$ cat src/mm_geom_pkg.sv
// sizes and word types shared by the matrix-multiply accelerator
// memory words hold one matrix row, element j in byte j
`default_nettype none

package mm_geom_pkg;

    // matrix and element geometry
    localparam int MAT_N   = 4;
    localparam int ELEM_W  = 8;
    localparam int ACC_W   = 32;
    localparam int ROW_W   = $clog2(MAT_N);
    // index into the 16 results of C
    localparam int C_IDX_W = 4;

    // shared word memory, 256 words
    localparam int MEM_AW  = 8;
    localparam int MEM_DW  = 32;

    typedef logic [MEM_AW-1:0]        mem_addr_t;
    typedef logic [MEM_DW-1:0]        mem_word_t;
    typedef logic signed [ELEM_W-1:0] elem_t;
    typedef logic signed [ACC_W-1:0]  acc_t;

endpackage

`default_nettype wire
$ cat src/operand_buffer.sv
// row storage for operands A and B
// DMA engine writes one row per completed read, MAC engine reads both banks
`default_nettype none

module operand_buffer (
    input  wire                                      clk,
    input  wire                                      we_i,
    input  wire                                      sel_b_i,
    input  wire [mm_geom_pkg::ROW_W-1:0]             wrow_i,
    input  wire mm_geom_pkg::mem_word_t              wdata_i,
    input  wire [mm_geom_pkg::ROW_W-1:0]             a_row_i,
    input  wire [mm_geom_pkg::ROW_W-1:0]             b_row_i,
    output mm_geom_pkg::mem_word_t                   a_rdata_o,
    output mm_geom_pkg::mem_word_t                   b_rdata_o
);
    import mm_geom_pkg::*;

    // one word per matrix row
    mem_word_t a_bank_q [MAT_N];
    mem_word_t b_bank_q [MAT_N];

    always_ff @(posedge clk) begin
        if (we_i) begin
            if (sel_b_i) begin
                b_bank_q[wrow_i] <= wdata_i;
            end else begin
                a_bank_q[wrow_i] <= wdata_i;
            end
        end
    end

    // combinational reads for the MAC engine
    assign a_rdata_o = a_bank_q[a_row_i];
    assign b_rdata_o = b_bank_q[b_row_i];

endmodule

`default_nettype wire

$ cat config.mk
export PLATFORM = sky130hd
export DESIGN_NAME = operand_buffer
export DESIGN_NICKNAME = d
export VERILOG_FILES = /design/src/mm_geom_pkg.sv /design/src/operand_buffer.sv
export SDC_FILE = /design/constraint.sdc
export NUM_CORES = 1
export LEC_CHECK = 0
export ABC_CLOCK_PERIOD_IN_PS = 6600
export BUFFER_PORTS_ARGS = -buffer_cell sky130_fd_sc_hd__buf_2
export CAP_MARGIN = 10
export CORE_ASPECT_RATIO = 2
export CORE_UTILIZATION = 62
export DETAILED_ROUTE_END_ITERATION = 7
export GPL_ROUTABILITY_DRIVEN = 0
export PLACE_DENSITY = 0.84
export RECOVER_POWER = 50
export SKIP_CTS_REPAIR_TIMING = 1
export SLEW_MARGIN = 20
export SYNTH_ARGS = -nofsm -noshare
export SYNTH_HDL_FRONTEND = slang
export SYNTH_SLANG_ARGS = --single-unit
$ cat constraint.sdc
create_clock -name clk -period 6.6 [get_ports clk]
set_input_delay 0 -clock clk [delete_from_list [all_inputs] [get_ports clk]]
set_output_delay 0 -clock clk [all_outputs]
set_load 0.01 [all_outputs]
==> results.cfg <==
[floorplan]
die-area_um2 = 15700
start_util = 0.634
ioPinCount = 105
dieHeight_um = 176
die_x_um = 89.0
rows = 63
core_area_um2 = 14800

[placed_design]
dpl.hpwl_um = 9820
port_buffers = 104
place_ws_ns = 4.61

[sta]
rsz0062_at_grt = no
final-hold-violation-count = 0
min_period_ns = 2.39
setup_tns_ns = 0
fmax_mhz = 418
worst_slack_ns = 4.21
maxSlewViolCount = 66
finalCritPeriodShare = 0.363
tightest_slew_ns = 2.28
setup_violations = 0
slew_headroom = -0.519

[clocking]
clk_pin_slew_worst_paths_ns = 0.07
cts-root-buf = clkbuf_16
cts.sinks = 256
cts_buffers = 20
clockBufferDepth = 3
h-tree-depth = 1
cts_tree = yes

[detailed_routing]
route.vias.total = 4232
first_pass_iters = 4
drc = 0
wl_per_cell_um = 25.4
ant_nets = 0
routed_wl_um = 17700
drt_iter0_markers = 325
vias_per_cell = 6.06

[worst_setup_path]
worstPathArrival_ns = 2.56
worstPathRequired_ns = 6.76
crit_path_start_kind = input port
end_kind = register
cp_max_fo = 17
crit_type = input port to register

[synth]
ys_top_cells_by_area = edfxtp_1 (82%), mux4_2 (14%), buf_12 (1.3%)
yosysMostFrequentCell = edfxtp_1
ys_seq_elements = 256
yosys.area.top_type = edfxtp_1
ys_seq_area_frac = 0.818
synth_fp_nets = 383
synthTopCellsByCount = edfxtp_1 (256), mux4_2 (60), buf_12 (6), buf_2 (6), mux4_1 (4)
synth_flop_cell = edfxtp_1
yosysTopAreaCellShare = 0.818
yosys_warnings = 0
syn_inst = 342
syn_area_um2 = 9390
async_reset_ff_frac = 0
synth_enable_flop_cells = 256
synth.distinct_cells = 10
syn_avg_cell_area_um2 = 27.5

[power]
powerDensity_nw_per_um2 = 293
ir_drop_mv = 0.265
p_leak_nw = 3.56

[layout]
post-route-util = 0.737
diodes = 0
drive_above_1_share = 0.336
layout.nets = 533
area_growth_pct = 16.2

[grt]
grt_use_total = 0.233
antenna_found_initial = 0
grt_pass1_wl_um = 25500
grt_max_degree = 33
grt_pass1_vias = 4242
globalRoute.totalOverflow = 0

[min_path]
worstHoldPathType = input port to register
hp-start = sel_b_i
worstHoldEndpoint = a_bank_q[2][3]
hold_path_depth = 2

[job]
max-cap-violations = 3

[status]
violations = capacitance limit, slew limit
outcome = complete, but fails checks
-- flip-flops by register name, summed over array words and instances (netlist names) --
register / cells
a_bank_q: 128
b_bank_q: 128
-- area by class of cell --
| class | instances | area (um2) |
|---|---|---|
| clock buffers | 23 | 533 |
| repair buffers | 142 | 836 |
| clock inverters | 10 | 73.8 |
| fillers | 890 | 3900 |
| multi-input cells | 72 | 1550 |
| well taps | 195 | 244 |
| flip-flops and latches | 256 | 7690 |
-- placed cells by master, fill, tap and decap left out, drive strengths merged --
cell type	count
and4	1
and4b	3
buf	74
bufinv	1
clkbuf	59
clkinv	9
dlygate4sd3	32
edfxtp	256
mux4	64
nor4b	1
nor4bb	3
-- metal layers --
metal / vias to the layer above / GRT usage / part of all wire
li1: 1795 / - / -
met1: 2224 / 0.316 / 0.37
met2: 182 / 0.397 / 0.55
met3: 31 / 0.0243 / 0.055
met4: 0 / 0.0800 / 0.027
met5: - / 0 / 0
-- stage by stage --
stage | instance area [um2] | hold slack (ns) | std cells | total power, mW
after floorplan | 9390 | 0.0989 | 342 | 2.00
after global placement | 10100 | 0.253 | 632 | 2.07
after detailed placement | 10100 | 0.279 | 632 | 2.08
after CTS | 10700 | -0.238 | 665 | 3.20
after global routing | 10900 | 0.0454 | 698 | 3.28
final | 10900 | 0.0512 | 698 | 3.20
-- worst max-delay path, stage by stage --
cell      delay (ns)
clkbuf_1        0.22
nor4bb_1        1.25
clkbuf_1        0.64
buf_4           0.42
-- report_power, final --
group | switching [mW] | total [mW] | internal, mW
Clock | 0.522 | 1.14 | 0.617
Sequential | 0.0136 | 1.86 | 1.84
Combinational | 0.109 | 0.199 | 0.0900
Total | 0.645 | 3.20 | 2.55
-- cells by family after synthesis --
family | count (synthesis) | share of synthesized area
AND/OR/NAND/NOR | 8 | 0.00826
multiplexers | 64 | 0.155
flip-flops | 256 | 0.818
buffers and inverters | 14 | 0.0184
-- how the worst max path moves through the flow --
stage	start	endpoint	slack, ns
global route	we_i	a_bank_q[2][27]	4.18
global placement	wrow_i[0]	a_bank_q[2][15]	4.69
detailed placement	wrow_i[0]	a_bank_q[2][17]	4.61
finish	we_i	a_bank_q[2][28]	4.21
floorplan	sel_b_i	a_bank_q[0][0]	2.66
CTS	b_bank_q[1][30]	b_rdata_o[30]	4.97
No activity file was read; power rests on OpenSTA's default activity.
