`config.mk`:
```
export PLATFORM = sky130hd
export DESIGN_NAME = mem_arbiter
export DESIGN_NICKNAME = d
export VERILOG_FILES = /design/src/mm_ctrl_pkg.sv /design/src/mm_geom_pkg.sv /design/src/mem_arbiter.sv
export SDC_FILE = /design/constraint.sdc
export NUM_CORES = 1
export LEC_CHECK = 0
export ABC_AREA = 0
export BUFFER_PORTS_ARGS = -buffer_cell sky130_fd_sc_hd__buf_2
export CORE_AREA = 2 2 87 89
export DETAILED_ROUTE_END_ITERATION = 10
export DIE_AREA = 0 0 89 91
export PLACE_DENSITY = 0.66
export SYNTH_ARGS = -nofsm -noshare
export SYNTH_HDL_FRONTEND = slang
export SYNTH_SLANG_ARGS = --single-unit
```
`constraint.sdc`:
```
create_clock -name clk -period 2.1 [get_ports clk]
set_input_delay 0.42 -clock clk [delete_from_list [all_inputs] [get_ports clk]]
set_output_delay 0.42 -clock clk [all_outputs]
set_load 0.03 [all_outputs]
```
`src/mm_ctrl_pkg.sv`:
```
// control encodings for the accelerator
// memory opcode of the req/ack ports and the FSM states of DMA and MAC engines
`default_nettype none

package mm_ctrl_pkg;

    // opcode carried with every memory request
    typedef enum logic {
        MEM_READ,
        MEM_WRITE
    } mem_op_e;

    // DMA engine sequence
    typedef enum logic [2:0] {
        DMA_IDLE,
        DMA_RD_A,       // four row reads of A
        DMA_RD_B,       // four row reads of B
        DMA_WAIT_MM,    // MAC engine running
        DMA_WR_C        // sixteen result writes
    } dma_state_e;

    // MAC engine
    typedef enum logic {
        MM_IDLE,
        MM_RUN
    } mm_state_e;

endpackage

`default_nettype wire

```
`src/mm_geom_pkg.sv`:
```
// sizes and word types shared by the matrix-multiply accelerator
// memory words hold one matrix row, element j in byte j
`default_nettype none

package mm_geom_pkg;

    // matrix and element geometry
    localparam int MAT_N   = 4;
    localparam int ELEM_W  = 8;
    localparam int ACC_W   = 32;
    localparam int ROW_W   = $clog2(MAT_N);
    // index into the 16 results of C
    localparam int C_IDX_W = 4;

    // shared word memory, 256 words
    localparam int MEM_AW  = 8;
    localparam int MEM_DW  = 32;

    typedef logic [MEM_AW-1:0]        mem_addr_t;
    typedef logic [MEM_DW-1:0]        mem_word_t;
    typedef logic signed [ELEM_W-1:0] elem_t;
    typedef logic signed [ACC_W-1:0]  acc_t;

endpackage

`default_nettype wire
```
`src/mem_arbiter.sv`:
```
// round-robin arbiter between host and DMA engine in front of the shared memory
// both sides use four-phase req/ack, grant held until the requester drops req
`default_nettype none

module mem_arbiter (
    input  wire                         clk,
    input  wire                         rst_n,
    // host requester
    input  wire                         host_req_i,
    input  wire mm_ctrl_pkg::mem_op_e   host_op_i,
    input  wire mm_geom_pkg::mem_addr_t host_addr_i,
    input  wire mm_geom_pkg::mem_word_t host_wdata_i,
    output logic                        host_ack_o,
    output mm_geom_pkg::mem_word_t      host_rdata_o,
    // DMA requester
    input  wire                         dma_req_i,
    input  wire mm_ctrl_pkg::mem_op_e   dma_op_i,
    input  wire mm_geom_pkg::mem_addr_t dma_addr_i,
    input  wire mm_geom_pkg::mem_word_t dma_wdata_i,
    output logic                        dma_ack_o,
    output mm_geom_pkg::mem_word_t      dma_rdata_o,
    // memory side
    output logic                        mem_en_o,
    output logic                        mem_we_o,
    output mm_geom_pkg::mem_addr_t      mem_addr_o,
    output mm_geom_pkg::mem_word_t      mem_wdata_o,
    input  wire mm_geom_pkg::mem_word_t mem_rdata_i
);
    import mm_geom_pkg::*;
    import mm_ctrl_pkg::*;

    // one-hot grant, bit 0 host, bit 1 DMA
    logic [1:0] gnt_q;
    logic       last_dma_q;
    // memory access cycle of the current grant
    logic       acc_q;
    logic       ack_q;
    logic       pick_dma;
    logic       gnt_req;
    mem_op_e    gnt_op;

    // dma wins if alone, or if host was served last
    assign pick_dma = dma_req_i && (!host_req_i || !last_dma_q);
    assign gnt_req  = gnt_q[1] ? dma_req_i : host_req_i;
    assign gnt_op   = gnt_q[1] ? dma_op_i : host_op_i;

    always_ff @(posedge clk) begin
        if (!rst_n) begin
            gnt_q      <= 2'b00;
            last_dma_q <= 1'b0;
            acc_q      <= 1'b0;
            ack_q      <= 1'b0;
        end else if (gnt_q == 2'b00) begin
            // arbitrate only with no grant held
            if (host_req_i || dma_req_i) begin
                gnt_q      <= pick_dma ? 2'b10 : 2'b01;
                last_dma_q <= pick_dma;
                acc_q      <= 1'b1;
            end
        end else if (acc_q) begin
            // access done at this edge
            acc_q <= 1'b0;
            ack_q <= 1'b1;
        end else if (!gnt_req) begin
            // req seen low, close the handshake and free the grant
            ack_q <= 1'b0;
            gnt_q <= 2'b00;
        end
    end

    // granted requester drives the memory for one cycle
    assign mem_en_o    = acc_q;
    assign mem_we_o    = acc_q && (gnt_op == MEM_WRITE);
    assign mem_addr_o  = gnt_q[1] ? dma_addr_i : host_addr_i;
    assign mem_wdata_o = gnt_q[1] ? dma_wdata_i : host_wdata_i;

    assign host_ack_o = ack_q && gnt_q[0];
    assign dma_ack_o  = ack_q && gnt_q[1];
    // memory output register keeps the read word while ack is high
    assign host_rdata_o = mem_rdata_i;
    assign dma_rdata_o  = mem_rdata_i;

endmodule

`default_nettype wire

```
==> flow_summary.yaml <==
placement:
  routabilityCongestion: 0.688
  io_buffer_count: 129
  dp_hpwl_um: 2620
synthesis:
  syn_area_per_cell_um2: 9.08
  ys_types: 24
  yosys.area_share.simple_pct: 5.22
  synth.area.top_cells: "buf_4 38%, mux2_2 35%, dfxtp_1 7.9%, clkbuf_8 4.3%, buf_12 1.6%"
  synth_compound_area_share_pct: 5.51
  synth.area.mux_share_pct: 36.2
  synth_top_area_share_pct: 37.8
  synth_fa_ha_area_share_pct: 0
  synth_nets: 258
  synth_area_mm2: 0.00127
  yosys_warnings: 0
  synth_top_family_by_area: "buffers and inverters"
  ys_ff_latch: 5
  yosysTopAreaCell: "buf_4"
  ys_seq_area_share_pct: 7.87
  synth_xor_area_share_pct: 0
  synth_cells: 140
power_and_ir_drop:
  leakage_nw: 0.794
  power_density_mw_per_mm2: 485
  switching_share_pct: 42.1
  power.switching_mw: 0.313
  ir_drop_mv: 0.108
  p_total_mw: 0.744
  p_clk_share_pct: 23.4
  p_seq_share_pct: 15.4
  pwr-share-comb_pct: 61.2
  intPower_mw: 0.431
route:
  vias_per_cell: 3.63
  drc: 0
  drt-pass1-iter-count: 4
  wl_per_cell_um: 10.1
  drtAntennaViolNets: 0
  num_vias: 1102
  drt_iter0_drc: 15
  totalWireLength_um: 3070
clock_network:
  root_buffer: "clkbuf_8"
  clkTransAtPathRegs_ps: 30
  cts_buffer_depth: 2
  clock_latency_ps: 220
  post_cts_resized: 0
  ctsHoldBuffers: 0
  cts_setup_buffers: 0
  tritoncts: "built"
  htree_levels: 1
  cts_buffers: 3
  clock_sinks: 5
sta:
  setup_viol: 0
  worst_hold_slack_ps: 490
  fin_crit_sh_pct: 89.5
  rsz0062_at_grt: "false"
  slew_headroom_pct: 73.2
  final_hold_viol_count: 0
  drv_slew: 0
  period_needed_ps: 1880
  skew_ps: 0.264
  worst_pin_slew_ps: 401
  tns_ps: 0
  fmax_mhz: 532
floorplan:
  row_count: 31
  initial_core_util_pct: 17.8
  fp.dieH_um: 91
  core_mm2: 0.00714
  ioPinCount: 226
  die_x_um: 89
  die_area_mm2: 0.00810
global_routing:
  met1_usage_pct: 5.79
  grt_pass1_wl_um: 4050
  overflow: 0
  grt_use_met3_pct: 2.45
  antenna_found_initial: 0
  top_usage_layer: "met2"
  use_met2_pct: 10.9
  grt_util_all_layers_pct: 6.16
  grt_pass1_vias: 977
  grt_max_degree: 36
layout:
  drive_above_1_share_pct: 86.3
  layout.nets: 324
  num_antenna_cells: 0
  fin_util_pct: 21.5
  syn2layout_area_growth_pct: 20.8
critical_path:
  cp_max_fo: 35
  start_kind: "flop"
  critical_path_arrival_ps: 1460
  crit_path_max_incr_delay_ps: 380
  worstPathCellList: "buf_4 > mux2_2 > buf_2"
  slowest_stage: "mux2_2"
  required_ps: 1680
  worstSetupPathType: "reg -> out"
  crit_path_end_kind: "output port"
flow_run:
  cap_violations: 0
run_status:
  status: "completed"
hold_path:
  hp-class: "in -> reg"
==> layer usage <==
| layer | share of wire [%] | wire length (um) |
|---|---|---|
| met3 | 15 | 460 |
| met2 | 47 | 1430 |
| met4 | 1.8 | 55 |
| met5 | 0 | 0 |
| met1 | 37 | 1130 |
==> cells by family (layout without fill, tap and decap cells) <==
group / count (synthesis) / after routing
AOI/OAI and AO/OA: 11 / 11
DFF: 5 / 5
buffers and inverters: 72 / 137
and+or+nand+nor: 11 / 11
muxes: 41 / 41
==> cell usage in the layout (no fill, tap or decap), drive strengths merged <==
cell    instances
a21o            1
a21oi           2
a31oi           1
and2            2
buf           131
clkbuf          4
dfxtp           5
inv             2
mux2           40
mux2i           1
nand2           1
nor2            3
nor2b           2
nor3            1
nor3b           1
nor4            1
o21a            1
o21ai           4
o311a           1
o31ai           1
==> area by class of cell <==
type / count / area, um2
multi-input combinational: 63 / 597
tap: 99 / 124
sequential: 5 / 101
clock buffer: 4 / 45.0
timing repair buffer: 131 / 661
inverter: 2 / 7.51
fill: 812 / 5600
==> power groups by stage <==
stage	logic [mW]	registers [mW]	clock network, mW
detailed placement	0.459	0.117	0
global route	0.486	0.117	0.185
finish	0.455	0.115	0.174
floorplan	0.549	0.118	0
global placement	0.452	0.117	0
CTS	0.460	0.116	0.179
==> state kept, by name, summed over array words and instances (netlist names) <==
signal	flops
mem_en_o	1
gnt_q	2
last_dma_q	1
ack_q	1
==> final timing paths <==
check / slack [ps] / depth (start not counted) / startpoint / end
worst max register to register: 980 / 4 / gnt_q[1]$_SDFFE_PN0P_ / last_dma_q$_SDFFE_PN0P_
worst min-delay path: 490 / 3 / rst_n / gnt_q[1]$_SDFFE_PN0P_
worst min register to register: 510 / 2 / last_dma_q$_SDFFE_PN0P_ / last_dma_q$_SDFFE_PN0P_
worst max-delay path: 220 / 3 / gnt_q[1]$_SDFFE_PN0P_ / mem_addr_o[6]
==> synthesized netlist by cell type, drive strengths merged <==
master   n
o311a    1
o21a     1
nor4     1
o21ai    4
dfxtp    5
and2     2
mux2i    1
o31ai    1
buf     66
a31oi    1
nor3     1
a21o     1
mux2    40
nand2    1
inv      2
a21oi    2
nor2b    2
nor2     3
clkbuf   4
nor3b    1
==> metrics by stage <==
stage / worst slack, ps / instance area, um2 / instances
floorplan: 585 / 1270 / 140
finish: 220 / 1540 / 304
CTS: 192 / 1540 / 304
global placement: 452 / 1490 / 300
global route: 133 / 1540 / 304
detailed placement: 430 / 1490 / 300
==> critical path, delay by kind of cell (launching register included) <==
kind	cells	cell delay, ps
flip-flops	1	310
multiplexers	1	380
buffers and inverters	2	540
(Power assumes the default switching activity.)
