[config.mk]
export PLATFORM = sky130hd
export DESIGN_NAME = matmul_engine
export DESIGN_NICKNAME = d
export VERILOG_FILES = /design/src/mm_ctrl_pkg.sv /design/src/mm_geom_pkg.sv /design/src/matmul_engine.sv
export SDC_FILE = /design/constraint.sdc
export NUM_CORES = 1
export LEC_CHECK = 0
export BUFFER_PORTS_ARGS = -buffer_cell sky130_fd_sc_hd__buf_2
export CAP_MARGIN = 10
export CELL_PAD_IN_SITES_DETAIL_PLACEMENT = 0
export CELL_PAD_IN_SITES_GLOBAL_PLACEMENT = 1
export CORE_MARGIN = 2
export CORE_UTILIZATION = 30
export DETAILED_ROUTE_END_ITERATION = 7
export MAX_ROUTING_LAYER = met4
export PLACE_DENSITY = 0.49
export SYNTH_ARGS = -nofsm -noshare
export SYNTH_HDL_FRONTEND = slang
export SYNTH_SLANG_ARGS = --single-unit
[constraint.sdc]
create_clock -name clk -period 10.2 [get_ports clk]
set_clock_uncertainty 0.15 [all_clocks]
set_input_delay 0.51 -clock clk [delete_from_list [all_inputs] [get_ports clk]]
set_output_delay 0.51 -clock clk [all_outputs]
set_load 0.02 [all_outputs]
[src/mm_ctrl_pkg.sv]
// control encodings for the accelerator
// memory opcode of the req/ack ports and the FSM states of DMA and MAC engines
`default_nettype none

package mm_ctrl_pkg;

    // opcode carried with every memory request
    typedef enum logic {
        MEM_READ,
        MEM_WRITE
    } mem_op_e;

    // DMA engine sequence
    typedef enum logic [2:0] {
        DMA_IDLE,
        DMA_RD_A,       // four row reads of A
        DMA_RD_B,       // four row reads of B
        DMA_WAIT_MM,    // MAC engine running
        DMA_WR_C        // sixteen result writes
    } dma_state_e;

    // MAC engine
    typedef enum logic {
        MM_IDLE,
        MM_RUN
    } mm_state_e;

endpackage

`default_nettype wire

[src/mm_geom_pkg.sv]
// sizes and word types shared by the matrix-multiply accelerator
// memory words hold one matrix row, element j in byte j
`default_nettype none

package mm_geom_pkg;

    // matrix and element geometry
    localparam int MAT_N   = 4;
    localparam int ELEM_W  = 8;
    localparam int ACC_W   = 32;
    localparam int ROW_W   = $clog2(MAT_N);
    // index into the 16 results of C
    localparam int C_IDX_W = 4;

    // shared word memory, 256 words
    localparam int MEM_AW  = 8;
    localparam int MEM_DW  = 32;

    typedef logic [MEM_AW-1:0]        mem_addr_t;
    typedef logic [MEM_DW-1:0]        mem_word_t;
    typedef logic signed [ELEM_W-1:0] elem_t;
    typedef logic signed [ACC_W-1:0]  acc_t;

endpackage

`default_nettype wire
[src/matmul_engine.sv]
// sequential multiply-accumulate engine for C = A x B
// one MAC per cycle, 64 cycles from start_i to done_o
// results kept in a register file read by the DMA engine
`default_nettype none

module matmul_engine (
    input  wire                                clk,
    input  wire                                rst_n,
    input  wire                                start_i,
    output logic [mm_geom_pkg::ROW_W-1:0]      a_row_o,
    output logic [mm_geom_pkg::ROW_W-1:0]      b_row_o,
    input  wire mm_geom_pkg::mem_word_t        a_rdata_i,
    input  wire mm_geom_pkg::mem_word_t        b_rdata_i,
    output logic                               done_o,
    input  wire [mm_geom_pkg::C_IDX_W-1:0]     c_idx_i,
    output mm_geom_pkg::acc_t                  c_data_o
);
    import mm_geom_pkg::*;
    import mm_ctrl_pkg::*;

    mm_state_e state_q;
    // {i, j, k}, k fastest
    logic [C_IDX_W+ROW_W-1:0] step_q;
    logic [ROW_W-1:0]         k_idx;
    logic [C_IDX_W-1:0]       c_wr_idx;
    elem_t                    a_elem;
    elem_t                    b_elem;
    acc_t                     prod;
    acc_t                     acc_sum;
    acc_t                     acc_q;
    acc_t                     c_rf [MAT_N*MAT_N];

    assign k_idx    = step_q[ROW_W-1:0];
    // i*4 + j
    assign c_wr_idx = step_q[C_IDX_W+ROW_W-1:ROW_W];

    // A row i, B row k
    assign a_row_o = step_q[C_IDX_W+ROW_W-1:C_IDX_W];
    assign b_row_o = k_idx;

    // byte k of A row i times byte j of B row k
    assign a_elem = elem_t'(a_rdata_i[k_idx*ELEM_W +: ELEM_W]);
    assign b_elem = elem_t'(b_rdata_i[step_q[2*ROW_W-1:ROW_W]*ELEM_W +: ELEM_W]);
    assign prod   = a_elem * b_elem;

    // restart the sum at k == 0
    assign acc_sum = ((k_idx == '0) ? '0 : acc_q) + prod;

    always_ff @(posedge clk) begin
        if (!rst_n) begin
            state_q <= MM_IDLE;
            step_q  <= '0;
            done_o  <= 1'b0;
        end else begin
            done_o <= 1'b0;
            case (state_q)
                MM_IDLE: begin
                    if (start_i) begin
                        state_q <= MM_RUN;
                        step_q  <= '0;
                    end
                end
                MM_RUN: begin
                    step_q <= step_q + 1'b1;
                    // 64th step
                    if (&step_q) begin
                        state_q <= MM_IDLE;
                        done_o  <= 1'b1;
                    end
                end
                default: state_q <= MM_IDLE;
            endcase
        end
    end

    // accumulator and result file
    always_ff @(posedge clk) begin
        if (state_q == MM_RUN) begin
            acc_q <= acc_sum;
            if (k_idx == ROW_W'(MAT_N - 1)) begin
                c_rf[c_wr_idx] <= acc_sum;
            end
        end
    end

    assign c_data_o = c_rf[c_idx_i];

endmodule

`default_nettype wire

==> results.json <==
{
  "synth_seq_cells": 552,
  "crit_arrival_ns": 8.88,
  "synth_compound_area_share_pct": 3.27,
  "clock_path_buffers": 3,
  "crit_fanout": 17,
  "maxCapViolations": 0,
  "dieArea_mm2": 0.0866,
  "first_global_vias": 14048,
  "synth-edff-count": 544,
  "synthSimpleGateAreaFrac_pct": 4.34,
  "clk_pin_slew_ns": 0.07,
  "criticalPathCategory": "flip-flop to flip-flop",
  "synth_top_family_by_area": "multiplexers",
  "drtIter0Drc": 835,
  "max-slew-margin-rel_pct": 25.5,
  "synth_top_flop_cell": "edfxtp_1",
  "ctsResizeCount": 0,
  "wirelength_um": 64600,
  "yosys.area_share.adder_pct": 7.25,
  "initial_utilization_pct": 30.3,
  "ys_types": 56,
  "gp_congestion": 0.749,
  "netlist_area_mm2": 0.0253,
  "syn_to_final_growth_pct": 16.1,
  "startpoint_type": "flip-flop",
  "via_per_inst": 4.90,
  "fp.dieW_um": 294,
  "netlist_instances": 1381,
  "finalNetCount": 1728,
  "diodes": 0,
  "cp-end-kind": "flip-flop",
  "crit-reg2reg-capture": "c_rf[13][26]",
  "yosys-mux-area-fraction_pct": 15.9,
  "yosysWarnings": 0,
  "cts_setup_buffers": 0,
  "setup_viol": 0,
  "hold_viol": 0,
  "cts_htree_levels": 2,
  "cts_buffers": 58,
  "r2r_cells": 26,
  "antenna_found_initial": 0,
  "required_ns": 10.30,
  "rows": 106,
  "firstDrtPassIters": 5,
  "hold-path-endpoint": "step_q[0]",
  "status": "finished, final reports clean",
  "drc": 0,
  "synthXorXnorAreaFrac_pct": 1.69,
  "grt_overflow": 0,
  "wl_per_cell_um": 24.2,
  "min_from": "rst_n",
  "grt_pass1_wl_um": 95800,
  "tns_ns": 0,
  "grt_max_degree": 57,
  "cts_hold_buf": 0,
  "fmax_mhz": 114,
  "port_buffers": 107,
  "globalRouteTotalUtil_pct": 15.6,
  "clk_latency_ns": 0.61,
  "clock_sinks": 552,
  "rsz0062_at_grt": "no",
  "core_mm2": 0.0836,
  "io_pins": 108,
  "slew_violations": 0,
  "dp_hpwl_um": 37200,
  "cts_tree": "built",
  "dieHeight_um": 294,
  "ant_nets": 0,
  "fin_crit_sh_pct": 86.1,
  "syn_nets": 1565,
  "ff2ff_setup_slack_ns": 1.42,
  "drive_above_1_share_pct": 27.8,
  "min_path_type": "primary input to flip-flop",
  "async_reset_ff_share_pct": 0,
  "ys_seq_area_share_pct": 65.2,
  "regToRegStartpoint": "step_q[2]",
  "root_buffer": "clkbuf_16",
  "max_slew.worst_pin.slew_ns": 1.11,
  "period_minus_slack_ns": 8.78,
  "syn_area_per_cell_um2": 18.3,
  "vias": 13080,
  "min_path_cells": 2
}
[per-stage QoR]
step | hold slack (ns) | util [%] | setup WS [ns] | cell area (um2) | cells
6_report | 0.0864 | 35.1 | 1.42 | 29400 | 2671
3_3_place_gp | 0.543 | 32.8 | 1.38 | 27400 | 2559
4_1_cts | 0.0530 | 35.1 | 1.26 | 29300 | 2666
2_1_floorplan | 0.482 | - | 1.75 | 25300 | 1381
3_5_place_dp | 0.544 | 32.8 | 1.28 | 27400 | 2559
5_1_grt | 0.0668 | 35.1 | 0.622 | 29400 | 2671
[critical path, cell delays in order, from the launching register on]
cell and delay (ns):
dfxtp_1 0.82, mux4_2 0.70, and2_1 0.21, ha_1 0.34
inv_1 0.20, fa_1 0.55, fa_1 0.52, inv_1 0.05
fa_1 0.43, ha_1 0.39, a2111oi_4 0.37, o21a_1 0.17
nor2_1 0.05, a21oi_1 0.42, nor2_1 0.12, inv_1 0.18
buf_4 0.22, ha_1 0.18, nand3_1 0.09, nor2_1 0.17
nand3_1 0.13, and3_1 0.25, o31ai_4 0.43, a21oi_2 0.17
nand3_1 0.14, o211ai_1 0.09, o211ai_1 0.88
[cells in the mapped netlist (all sizes together) (6+ instances only)]
| cell | n | area [um2] |
|---|---|---|
| edfxtp | 544 | 16300 |
| dfxtp | 8 | 160 |
| buf | 18 | 83.8 |
| o211ai | 8 | 60.1 |
| inv | 99 | 372 |
| a21o | 16 | 121 |
| o21a | 7 | 52.6 |
| xor2 | 13 | 114 |
| nor3 | 10 | 50.1 |
| o21ai | 24 | 120 |
| ha | 57 | 713 |
| mux4 | 175 | 3940 |
| and3 | 6 | 37.5 |
| clkbuf | 37 | 139 |
| fa | 56 | 1120 |
| and2 | 49 | 307 |
| nand2 | 31 | 116 |
| nor2b | 33 | 206 |
| nor2 | 44 | 165 |
| a21oi | 44 | 224 |
| o21bai | 7 | 52.6 |
| xnor2 | 33 | 289 |
| nand3 | 15 | 75.1 |
[sequential cells by signal (all words and copies together) (netlist names)]
signal and flops:
c_rf 512, step_q 6, state_q 1, done_o 1
acc_q 32
[worst max path at each step]
stage / from / end / slack (ns) / depth (start not counted)
finish: step_q[2] / c_rf[13][26] / 1.42 / 26
detailed placement: step_q[2] / c_rf[2][30] / 1.28 / 25
floorplan: step_q[2] / acc_q[29] / 1.75 / 33
CTS: step_q[2] / c_rf[5][30] / 1.26 / 25
global placement: step_q[0] / c_rf[0][30] / 1.38 / 29
global route: step_q[2] / c_rf[1][28] / 0.62 / 26
[cell type report]
class                      count  area (um2)
clock inverter                38         379
multi-input combinational    675        8320
tap                         1080        1350
inverter                      99         372
timing repair buffer         158         936
fill                        7885       54200
sequential                   552       16500
clock buffer                  69        1490
[placed cells by master (no fill, tap or decap), types with 33 or more instances in the layout]
cell	n
edfxtp_1	544
mux4_2	175
buf_2	105
inv_1	99
clkbuf_16	58
ha_1	57
fa_1	56
buf_4	51
and2_1	49
a21oi_1	43
nor2b_1	33
[per-layer routing]
| metal | up-vias | wire length [um] | GRT usage [%] |
|---|---|---|---|
| li1 | 5752 | - | - |
| met1 | 7013 | 29800 | 21.2 |
| met2 | 265 | 31800 | 25.5 |
| met3 | 50 | 2260 | 2.04 |
| met4 | 0 | 707 | 2.73 |
| met5 | - | 0 | - |
[cell families after synthesis]
kind of cell	Yosys count
multiplexers	182
AO/OA/AOI/OAI	126
AND/OR/NAND/NOR	207
XOR/XNOR	47
flip-flops	552
buffers and inverters	154
adder cells (fa/ha/maj)	113
Power is not shown: default switching activity piles up to over one toggle a cycle in this logic, so the estimate is an artifact.
