[config.mk]
export PLATFORM = sky130hd
export DESIGN_NAME = dma_engine
export DESIGN_NICKNAME = d
export VERILOG_FILES = /design/src/mm_ctrl_pkg.sv /design/src/mm_geom_pkg.sv /design/src/dma_engine.sv
export SDC_FILE = /design/constraint.sdc
export NUM_CORES = 1
export LEC_CHECK = 0
export CORE_UTILIZATION = 51
export CTS_CLUSTER_DIAMETER = 80
export DETAILED_ROUTE_END_ITERATION = 10
export DONT_BUFFER_PORTS = 1
export PLACE_DENSITY = 0.78
export SYNTH_ARGS = -nofsm -noshare
export SYNTH_HDL_FRONTEND = slang
export SYNTH_SLANG_ARGS = --single-unit
[constraint.sdc]
create_clock -name clk -period 3.2 [get_ports clk]
set_clock_uncertainty 0.1 [all_clocks]
set_input_delay 0.64 -clock clk [delete_from_list [all_inputs] [get_ports clk]]
set_output_delay 0.64 -clock clk [all_outputs]
set_load 0.1 [all_outputs]
[src/mm_ctrl_pkg.sv]
// control encodings for the accelerator
// memory opcode of the req/ack ports and the FSM states of DMA and MAC engines
`default_nettype none

package mm_ctrl_pkg;

    // opcode carried with every memory request
    typedef enum logic {
        MEM_READ,
        MEM_WRITE
    } mem_op_e;

    // DMA engine sequence
    typedef enum logic [2:0] {
        DMA_IDLE,
        DMA_RD_A,       // four row reads of A
        DMA_RD_B,       // four row reads of B
        DMA_WAIT_MM,    // MAC engine running
        DMA_WR_C        // sixteen result writes
    } dma_state_e;

    // MAC engine
    typedef enum logic {
        MM_IDLE,
        MM_RUN
    } mm_state_e;

endpackage

`default_nettype wire

[src/mm_geom_pkg.sv]
// sizes and word types shared by the matrix-multiply accelerator
// memory words hold one matrix row, element j in byte j
`default_nettype none

package mm_geom_pkg;

    // matrix and element geometry
    localparam int MAT_N   = 4;
    localparam int ELEM_W  = 8;
    localparam int ACC_W   = 32;
    localparam int ROW_W   = $clog2(MAT_N);
    // index into the 16 results of C
    localparam int C_IDX_W = 4;

    // shared word memory, 256 words
    localparam int MEM_AW  = 8;
    localparam int MEM_DW  = 32;

    typedef logic [MEM_AW-1:0]        mem_addr_t;
    typedef logic [MEM_DW-1:0]        mem_word_t;
    typedef logic signed [ELEM_W-1:0] elem_t;
    typedef logic signed [ACC_W-1:0]  acc_t;

endpackage

`default_nettype wire
[src/dma_engine.sv]
// DMA engine: fetches A and B rows into the operand buffer, runs the MAC engine,
// then stores the 16 results of C, pulsing done_o after the last write
// each memory transfer is one full four-phase req/ack cycle
`default_nettype none

module dma_engine (
    input  wire                              clk,
    input  wire                              rst_n,
    // configuration
    input  wire mm_geom_pkg::mem_addr_t      mat_a_addr_i,
    input  wire mm_geom_pkg::mem_addr_t      mat_b_addr_i,
    input  wire mm_geom_pkg::mem_addr_t      mat_c_addr_i,
    input  wire                              start_i,
    output logic                             done_o,
    // memory requester port
    output logic                             mem_req_o,
    output mm_ctrl_pkg::mem_op_e             mem_op_o,
    output mm_geom_pkg::mem_addr_t           mem_addr_o,
    output mm_geom_pkg::mem_word_t           mem_wdata_o,
    input  wire                              mem_ack_i,
    input  wire mm_geom_pkg::mem_word_t      mem_rdata_i,
    // operand buffer write port
    output logic                             buf_we_o,
    output logic                             buf_sel_b_o,
    output logic [mm_geom_pkg::ROW_W-1:0]    buf_row_o,
    output mm_geom_pkg::mem_word_t           buf_wdata_o,
    // MAC engine
    output logic                             mm_start_o,
    input  wire                              mm_done_i,
    output logic [mm_geom_pkg::C_IDX_W-1:0]  c_idx_o,
    input  wire mm_geom_pkg::acc_t           c_data_i
);
    import mm_geom_pkg::*;
    import mm_ctrl_pkg::*;

    dma_state_e          state_q;
    logic [ROW_W-1:0]    row_q;
    logic [C_IDX_W-1:0]  c_cnt_q;
    // bases latched at start
    mem_addr_t           a_base_q;
    mem_addr_t           b_base_q;
    mem_addr_t           c_base_q;
    logic                xfer_done;
    logic                can_req;
    logic                rd_state;

    // ack of our own request ends a transfer
    assign xfer_done = mem_req_o && mem_ack_i;
    // previous handshake fully closed
    assign can_req   = !mem_req_o && !mem_ack_i;
    assign rd_state  = (state_q == DMA_RD_A) || (state_q == DMA_RD_B);

    always_ff @(posedge clk) begin
        if (!rst_n) begin
            state_q    <= DMA_IDLE;
            mem_req_o  <= 1'b0;
            row_q      <= '0;
            c_cnt_q    <= '0;
            mm_start_o <= 1'b0;
            done_o     <= 1'b0;
        end else begin
            mm_start_o <= 1'b0;
            done_o     <= 1'b0;
            case (state_q)
                DMA_IDLE: begin
                    // start ignored anywhere else
                    if (start_i) begin
                        row_q   <= '0;
                        c_cnt_q <= '0;
                        state_q <= DMA_RD_A;
                    end
                end
                DMA_RD_A, DMA_RD_B: begin
                    if (can_req) begin
                        mem_req_o <= 1'b1;
                    end else if (xfer_done) begin
                        mem_req_o <= 1'b0;
                        row_q     <= row_q + 1'b1;
                        if (row_q == ROW_W'(MAT_N - 1)) begin
                            if (state_q == DMA_RD_A) begin
                                state_q <= DMA_RD_B;
                            end else begin
                                // operands complete, kick the MAC engine
                                state_q    <= DMA_WAIT_MM;
                                mm_start_o <= 1'b1;
                            end
                        end
                    end
                end
                DMA_WAIT_MM: begin
                    if (mm_done_i) begin
                        state_q <= DMA_WR_C;
                    end
                end
                DMA_WR_C: begin
                    if (can_req) begin
                        mem_req_o <= 1'b1;
                    end else if (xfer_done) begin
                        mem_req_o <= 1'b0;
                        c_cnt_q   <= c_cnt_q + 1'b1;
                        // last result stored
                        if (c_cnt_q == C_IDX_W'(MAT_N*MAT_N - 1)) begin
                            state_q <= DMA_IDLE;
                            done_o  <= 1'b1;
                        end
                    end
                end
                default: state_q <= DMA_IDLE;
            endcase
        end
    end

    always_ff @(posedge clk) begin
        if ((state_q == DMA_IDLE) && start_i) begin
            a_base_q <= mat_a_addr_i;
            b_base_q <= mat_b_addr_i;
            c_base_q <= mat_c_addr_i;
        end
    end

    // request fields, stable while req is high since counters move only on ack
    always_comb begin
        case (state_q)
            DMA_RD_A: mem_addr_o = a_base_q + MEM_AW'(row_q);
            DMA_RD_B: mem_addr_o = b_base_q + MEM_AW'(row_q);
            default:  mem_addr_o = c_base_q + MEM_AW'(c_cnt_q);
        endcase
    end

    assign mem_op_o    = (state_q == DMA_WR_C) ? MEM_WRITE : MEM_READ;
    assign mem_wdata_o = mem_word_t'(c_data_i);
    assign c_idx_o     = c_cnt_q;

    // each read lands in the buffer on its ack
    assign buf_we_o    = rd_state && xfer_done;
    assign buf_sel_b_o = (state_q == DMA_RD_B);
    assign buf_row_o   = row_q;
    assign buf_wdata_o = mem_rdata_i;

endmodule

`default_nettype wire

==> summary.md, run 1 <==
| Metric | Value |
|---|---|
| Outcome | finished with violations |
| Failing checks | negative setup slack |
| Cell area after synthesis | 2500 sq um |
| Vias in the first global route | 1595 |
| Buffers on Ports | 0 |
| Gr usage total | 21.6% |
| Static leakage | 0.974 nW |
| Reg2reg start | mem_req_o |
| Diode count | 0 |
| Setup TNS Final | -0.130 ns |
| Period utilization | 102% |
| Initial antenna violation count | 0 |
| Initial Util | 52.8% |
| Final Instance Area | 2630 sq um |
| Final wirelength | 5.35 mm |
| Synth warnings | 0 |
| # DRC | 0 |
| Worst-path maximum fanout | 5 |
| Avg Cell Area, Syn | 9.87 sq um |
| Root buf cell | clkbuf_8 |
| Slew @ Worst Pin | 0.953 ns |
| Post-synth EDFFs | 24 |
| Clk slew on worst S/H paths | 0.07 ns |
| DP Area | 2470 sq um |
| VDD IR-drop max | 0.315 mV |
| First-pass DRT Iterations | 4 |
| Distinct cells, synth | 44 |
| Max Cap Viol | 0 |
| Async SR Flop Fraction | 0% |
| Routed length per instance | 18.8 um |
| Vias per cell | 5.52 |
| CP Data Arrival Time | 2.51 ns |
| Post-DP HPWL | 4.12 mm |
| Final-stage net count | 321 |
| Predominant post-synthesis flop cell | edfxtp_1 |
| Pins Over Slew Limit | 0 |
| Slew headroom | 36.4% |
| Crit path kind | register to output port |
| Hold Fails Final Rpt | 0 |
| Cell Rows | 25 |
| Die Ht | 72.0 um |
| CTS buffer count | 5 |
| Hold endpoint | c_base_q[1] |
| Power per Cell Area | 420 nW/um^2 |
| FMAX | 0.308 GHz |
| Worst Hold Class | primary input to register |
| Cts hold-fix bufs | 0 |
| Share of layout cells above drive strength 1 | 28.1% |
| Final Util | 55.6% |
| Post-synthesis sequential element count | 36 |
| Pre-CTS setup slack | 0.0741 ns |
| GR Overflow Total | 0 |
| Top Ports | 177 |
| RR Endpoint | buf_row_o[1] |
| Critical Path Sink Type | output port |
| Antenna Nets Post-Route | 0 |
| RSZ-0062 raised after global routing | yes |
| Core area | 4720 sq um |
| Max H-tree Level | 2 |
| Pin count of the biggest net entering global routing | 25 |
| Total power draw | 1.10 mW |
| Net count after synthesis | 358 |
| TritonCTS clock tree | yes |
| Starting DRC count in detailed routing | 65 |
| First-pass GRT wire length | 8.18 mm |
| Mapped Cells | 253 |
| Gp weighted congestion | 0.841 |
| Chip Width | 72.0 um |
| Clock Latency Late Sink | 0.29 ns |
| Hold_sp | mat_c_addr_i[1] |
| Hold path depth | 0 |
| Via count | 1567 |
| CTS Sinks | 36 |
| Min setup slack post-route | -0.0520 ns |
| Clock buffer depth | 2 |
| P&R area growth vs syn | 5.16% |
| Worst R2R Path Depth | 6 |
| Sequential fraction of the synthesis area | 38.5% |
| Die footprint | 5180 sq um |
| Worst EP required | 2.46 ns |
| Setup slack, reg-to-reg | 1.24 ns |
| Minimum clock period | 3.25 ns |
| Setup violators final | 4 |
| Worst Setup Start Kind | register |
-- through the flow --
stage	std cells	hold slack, ns
2_1_floorplan	253	0.464
3_3_place_gp	273	0.441
3_5_place_dp	273	0.465
4_1_cts	284	0.328
5_1_grt	284	0.325
6_report	284	0.336
-- registers in the layout (all words and copies together) (netlist names) --
signal and count:
b_base_q 8, done_o 1, a_base_q 8, buf_row_o 2, mem_req_o 1, c_base_q 8
c_idx_o 4, state_q 3, mm_start_o 1
-- kinds of logic (layout without fill, tap and decap cells) --
kind of cell	Yosys count	in the layout	synth area share, %
AO/OA/AOI/OAI	38	38	9.93
buffers and inverters	78	42	21.9
AND/OR/NAND/NOR	67	67	14.8
multiplexers	9	9	3.71
flip-flops	36	36	38.5
XOR/XNOR	13	13	4.56
adder cells (fa/ha/maj)	12	12	6.62
-- report_power, final --
group | total, mW | internal, mW | switching [mW]
Sequential | 0.534 | 0.521 | 0.0137
Combinational | 0.267 | 0.0927 | 0.174
Clock | 0.300 | 0.151 | 0.149
Total | 1.10 | 0.765 | 0.337
-- placed cells by master, fill, tap and decap left out, types with 2 or more instances in the layout --
cell / n
edfxtp_1: 24
nand2_1: 18
buf_4: 18
nor2_1: 12
inv_1: 8
o21ai_0: 8
nor2b_1: 8
dfxtp_1: 8
buf_12: 8
xor2_1: 7
ha_1: 7
a21oi_1: 6
xnor2_1: 5
mux2i_1: 5
clkbuf_8: 5
nand2b_1: 4
dfxtp_2: 4
nand3_1: 3
nand4_1: 3
a211oi_1: 3
or3_1: 3
and3_1: 2
nor3b_1: 2
a221oi_4: 2
and2_0: 2
a21oi_4: 2
nand4b_1: 2
o21ai_2: 2
ha_2: 2
clkbuf_1: 2
-- layout make-up --
cell class              count  area [sq um]
inverters                   8          30.0
multi-input cells         139          1170
repair buffers             26           295
fillers                   378          2100
clock buffers               7          76.3
clock inverters             1          3.75
flip-flops and latches     36           966
well taps                  67          83.8
-- worst max path at each step --
stage,start,to,cells past startpoint
global route,state_q[0],mem_addr_o[7],9
floorplan,state_q[0],mem_addr_o[7],10
detailed placement,state_q[0],mem_addr_o[4],7
CTS,state_q[2],mem_addr_o[7],9
global placement,state_q[0],mem_addr_o[4],7
finish,state_q[0],mem_addr_o[5],10
-- repair_timing --
| action | in CTS | in global routing |
|---|---|---|
| setup buffers | 3 | 0 |
| setup endpoints to repair | 7 | 7 |
| pin swaps | 4 | 4 |
| endpoints found under the hold margin | 0 | 0 |
| gates resized for setup | 6 | 4 |
-- worst max-delay path: stages, from the launching register on --
cell and delay, ns:
dfxtp_2 0.33, nor3b_4 0.27, mux2_2 0.38, ha_2 0.19, a21o_4 0.23, buf_4 0.13, nand2_1 0.07, xnor2_1 0.11
mux2i_1 0.12, mux2i_4 0.19, buf_12 0.20
-- routing by layer --
metal	wire length, um	global-route usage, %
met1	1800	21.3
met2	2680	34.9
met3	736	13.9
met4	132	10.5
met5	0	4.04
-- Yosys cell counts, drive strengths merged (3+ instances only) --
cell type / n / share of area (%)
a211oi: 4 / 1.2
nand2: 18 / 2.7
edfxtp: 24 / 29
nand3: 3 / 0.60
nand4: 3 / 0.75
nor2: 12 / 1.8
ha: 10 / 5.0
nor2b: 8 / 2.0
o21ai: 11 / 2.5
a21oi: 9 / 1.8
xnor2: 5 / 1.8
nor3b: 3 / 1.1
buf: 67 / 20
clkbuf: 3 / 0.45
inv: 8 / 1.2
mux2i: 7 / 2.8
nand2b: 5 / 1.3
and2: 4 / 1.0
dfxtp: 12 / 9.6
xor2: 8 / 2.8
or3: 3 / 0.75
No activity file was read; power rests on OpenSTA's default activity.
==> inputs of run 2 (changes only) <==
Clock period 3.2 ns to 2.8 ns, I/O delays scaled along.
==> run 2 against run 1 <==
The flow still finishes with violations (negative setup slack). Combinational power up 14%. Clock power rose by 47%. Critical path depth is 1 lower. Largest cell class unchanged.
==> summary.md, run 2 (synthesis results as in run 1) <==
| Metric | Value |
|---|---|
| Starting DRC count in detailed routing | 67 (was 65) |
| Chip Width | 72.0 um (unchanged) |
| Hold_sp | mat_b_addr_i[0] (was mat_c_addr_i[1]) |
| Worst Hold Class | primary input to register (unchanged) |
| Crit path kind | register to output port (unchanged) |
| Pre-CTS setup slack | -0.173 ns (was 0.0741 ns) |
| CTS buffer count | 5 (unchanged) |
| Total power draw | 1.36 mW (was 1.10 mW) |
| CP Data Arrival Time | 2.53 ns (was 2.51 ns) |
| Diode count | 0 (unchanged) |
| Vias per cell | 5.66 (was 5.52) |
| Hold_ws | 0.259 ns (was 0.336 ns) |
| Clock buffer depth | 2 (unchanged) |
| Worst Setup Start Kind | register (unchanged) |
| Reg2reg start | state_q[2] (was mem_req_o) |
| Final Instance Area | 2750 sq um (was 2630 sq um) |
| DP Area | 2530 sq um (was 2470 sq um) |
| # DRC | 0 (unchanged) |
| Core area | 4720 sq um (unchanged) |
| Worst R2R Path Depth | 6 (unchanged) |
| Final wirelength | 5.71 mm (was 5.35 mm) |
| Gp weighted congestion | 0.867 (was 0.841) |
| Routed length per instance | 19.6 um (was 18.8 um) |
| Vias in the first global route | 1589 (was 1595) |
| Max Cap Viol | 0 (unchanged) |
| Die footprint | 5180 sq um (unchanged) |
| CTS Sinks | 36 (unchanged) |
| Setup violators final | 7 (was 4) |
| Power per Cell Area | 493 nW/um^2 (was 420 nW/um^2) |
| Final-stage net count | 328 (was 321) |
| Static leakage | 1.06 nW (was 0.974 nW) |
| First-pass DRT Iterations | 4 (unchanged) |
| RSZ-0062 raised after global routing | yes (unchanged) |
| Top Ports | 177 (unchanged) |
| Minimum clock period | 3.19 ns |
| Max H-tree Level | 2 (unchanged) |
| Gr usage total | 21.7% (was 21.6%) |
| Filler Cell Count | 358 (was 378) |
| First-pass GRT wire length | 8.17 mm (was 8.18 mm) |
| Critical Path Sink Type | output port (unchanged) |
| Initial antenna violation count | 0 (unchanged) |
| Slew @ Worst Pin | 0.428 ns (was 0.953 ns) |
| Outcome | finished with violations (unchanged) |
| Cts hold-fix bufs | 0 (unchanged) |
| Antenna Nets Post-Route | 0 (unchanged) |
| Clock Latency Late Sink | 0.29 ns (about the same) |
| Cell Rows | 25 (unchanged) |
| Via count | 1648 (was 1567) |
| Worst EP required | 2.14 ns (was 2.46 ns) |
| Buffers on Ports | 0 (unchanged) |
| Root buf cell | clkbuf_8 (unchanged) |
| P&R area growth vs syn | 10.3% (was 5.16%) |
| VDD IR-drop max | 0.393 mV (was 0.315 mV) |
| Worst Setup SP | state_q[2] (was state_q[0]) |
| Hold path depth | 0 (unchanged) |
| Psw | 0.399 mW (was 0.337 mW) |
| TritonCTS clock tree | yes (unchanged) |
| GR Overflow Total | 0 (unchanged) |
| Pins Over Slew Limit | 0 (unchanged) |
| Setup slack, reg-to-reg | 0.83 ns (was 1.24 ns) |
| Largest regs | a_base_q: 8 flops, b_base_q: 8 flops, c_base_q: 8 flops (unchanged) |
| Sequential share of power | 45.1% (was 48.5%) |
| Hold Fails Final Rpt | 0 (unchanged) |
| Min setup slack post-route | -0.389 ns (was -0.0520 ns) |
| Share of layout cells above drive strength 1 | 33.0% (was 28.1%) |
| Pin count of the biggest net entering global routing | 25 (unchanged) |
| Period utilization | 114% |
| Worst-path maximum fanout | 5 (unchanged) |
| Sw Share | 29.4% (was 30.6%) |
| Initial Util | 52.8% (unchanged) |
| Clk slew on worst S/H paths | 0.07 ns (about the same) |
| Commonest non-fill, non-tap cells in the layout | edfxtp_1 (24), buf_4 (22), nand2_1 (14), nor2_1 (11) (was edfxtp_1 (24), nand2_1 (18), buf_4 (18), nor2_1 (12)) |
| Internal power | 0.960 mW (was 0.765 mW) |
| Die Ht | 72.0 um (unchanged) |
| RR Endpoint | c_idx_o[3] (was buf_row_o[1]) |
| Slew headroom | 71.4% (was 36.4%) |
| FMAX | 0.314 GHz |
| Setup TNS Final | -2.25 ns (was -0.130 ns) |
| Failing checks | negative setup slack (unchanged) |
| Gate power share | 22.4% (was 24.2%) |
| Commonest non-fill, non-tap cell in the layout | edfxtp_1 (unchanged) |
| Post-DP HPWL | 4.41 mm (was 4.12 mm) |
| Hold endpoint | b_base_q[0] (was c_base_q[1]) |
| Clock power frac | 32.5% (was 27.3%) |
run 2: changes by cell type in the layout (fill, tap and decap cells not counted), moves of 2 or more:
cell	delta
buf_4	+4
nand2_1	-4
buf_6	+3
nand2_4	+3
xnor2_1	-3
xnor2_2	+3
clkbuf_1	-2
ha_2	-2
run 2: layout make-up:
type	instances	area [sq um]	area share, %
timing repair buffer	33	359	13.0
clock inverter	3	37.5	1.36
tap	67	83.8	3.04
clock buffer	5	68.8	2.50
multi-input combinational	139	1210	43.9
sequential	36	966	35.1
inverter	8	30.0	1.09
run 2: worst max-delay path: stages, from the launching register on:
cell and delay [ns]:
dfxtp_2 0.34, nor3b_4 0.27, mux2_4 0.35, ha_4 0.27, a21o_4 0.13, nand4_1 0.11
xor2_1 0.17, and2_4 0.17, a221oi_4 0.21, buf_12 0.21
run 2: worst max-delay path by stage:
stage	endpoint	cells after the start	slack (ns)
global route	mem_addr_o[7]	9	-0.48
global placement	mem_addr_o[4]	8	-0.11
finish	mem_addr_o[7]	9	-0.39
floorplan	mem_addr_o[7]	10	-0.91
CTS	mem_addr_o[7]	9	-0.40
detailed placement	mem_addr_o[4]	8	-0.17
run 2: metrics by stage:
stage,util (%),instances
finish,58.3,291
global route,58.3,291
CTS,56.9,288
detailed placement,53.6,280
global placement,53.6,280
floorplan,-,253
run 2: power by group through the flow:
stage	clock network [mW]	registers [mW]	logic (mW)
floorplan	0	0.638	0.627
global placement	0	0.621	0.293
detailed placement	0	0.621	0.297
CTS	0.447	0.610	0.301
global route	0.467	0.614	0.317
finish	0.441	0.612	0.305
run 2: routing by layer:
metal | wire [um] | GRT usage (%) | up-vias | share of wire (%)
met5 | 0 | 0 | - | 0
met4 | 161 | 10.0 | 0 | 2.8
met3 | 820 | 16.0 | 23 | 14
met2 | 2830 | 35.2 | 124 | 50
met1 | 1890 | 20.5 | 745 | 33
li1 | - | - | 756 | -
run 2: timing repair:
item	CTS	global route
hold endpoints to repair	0	0
setup buffers	1	3
setup endpoints to repair	7	7
resized for setup	11	9
pin swaps	8	2
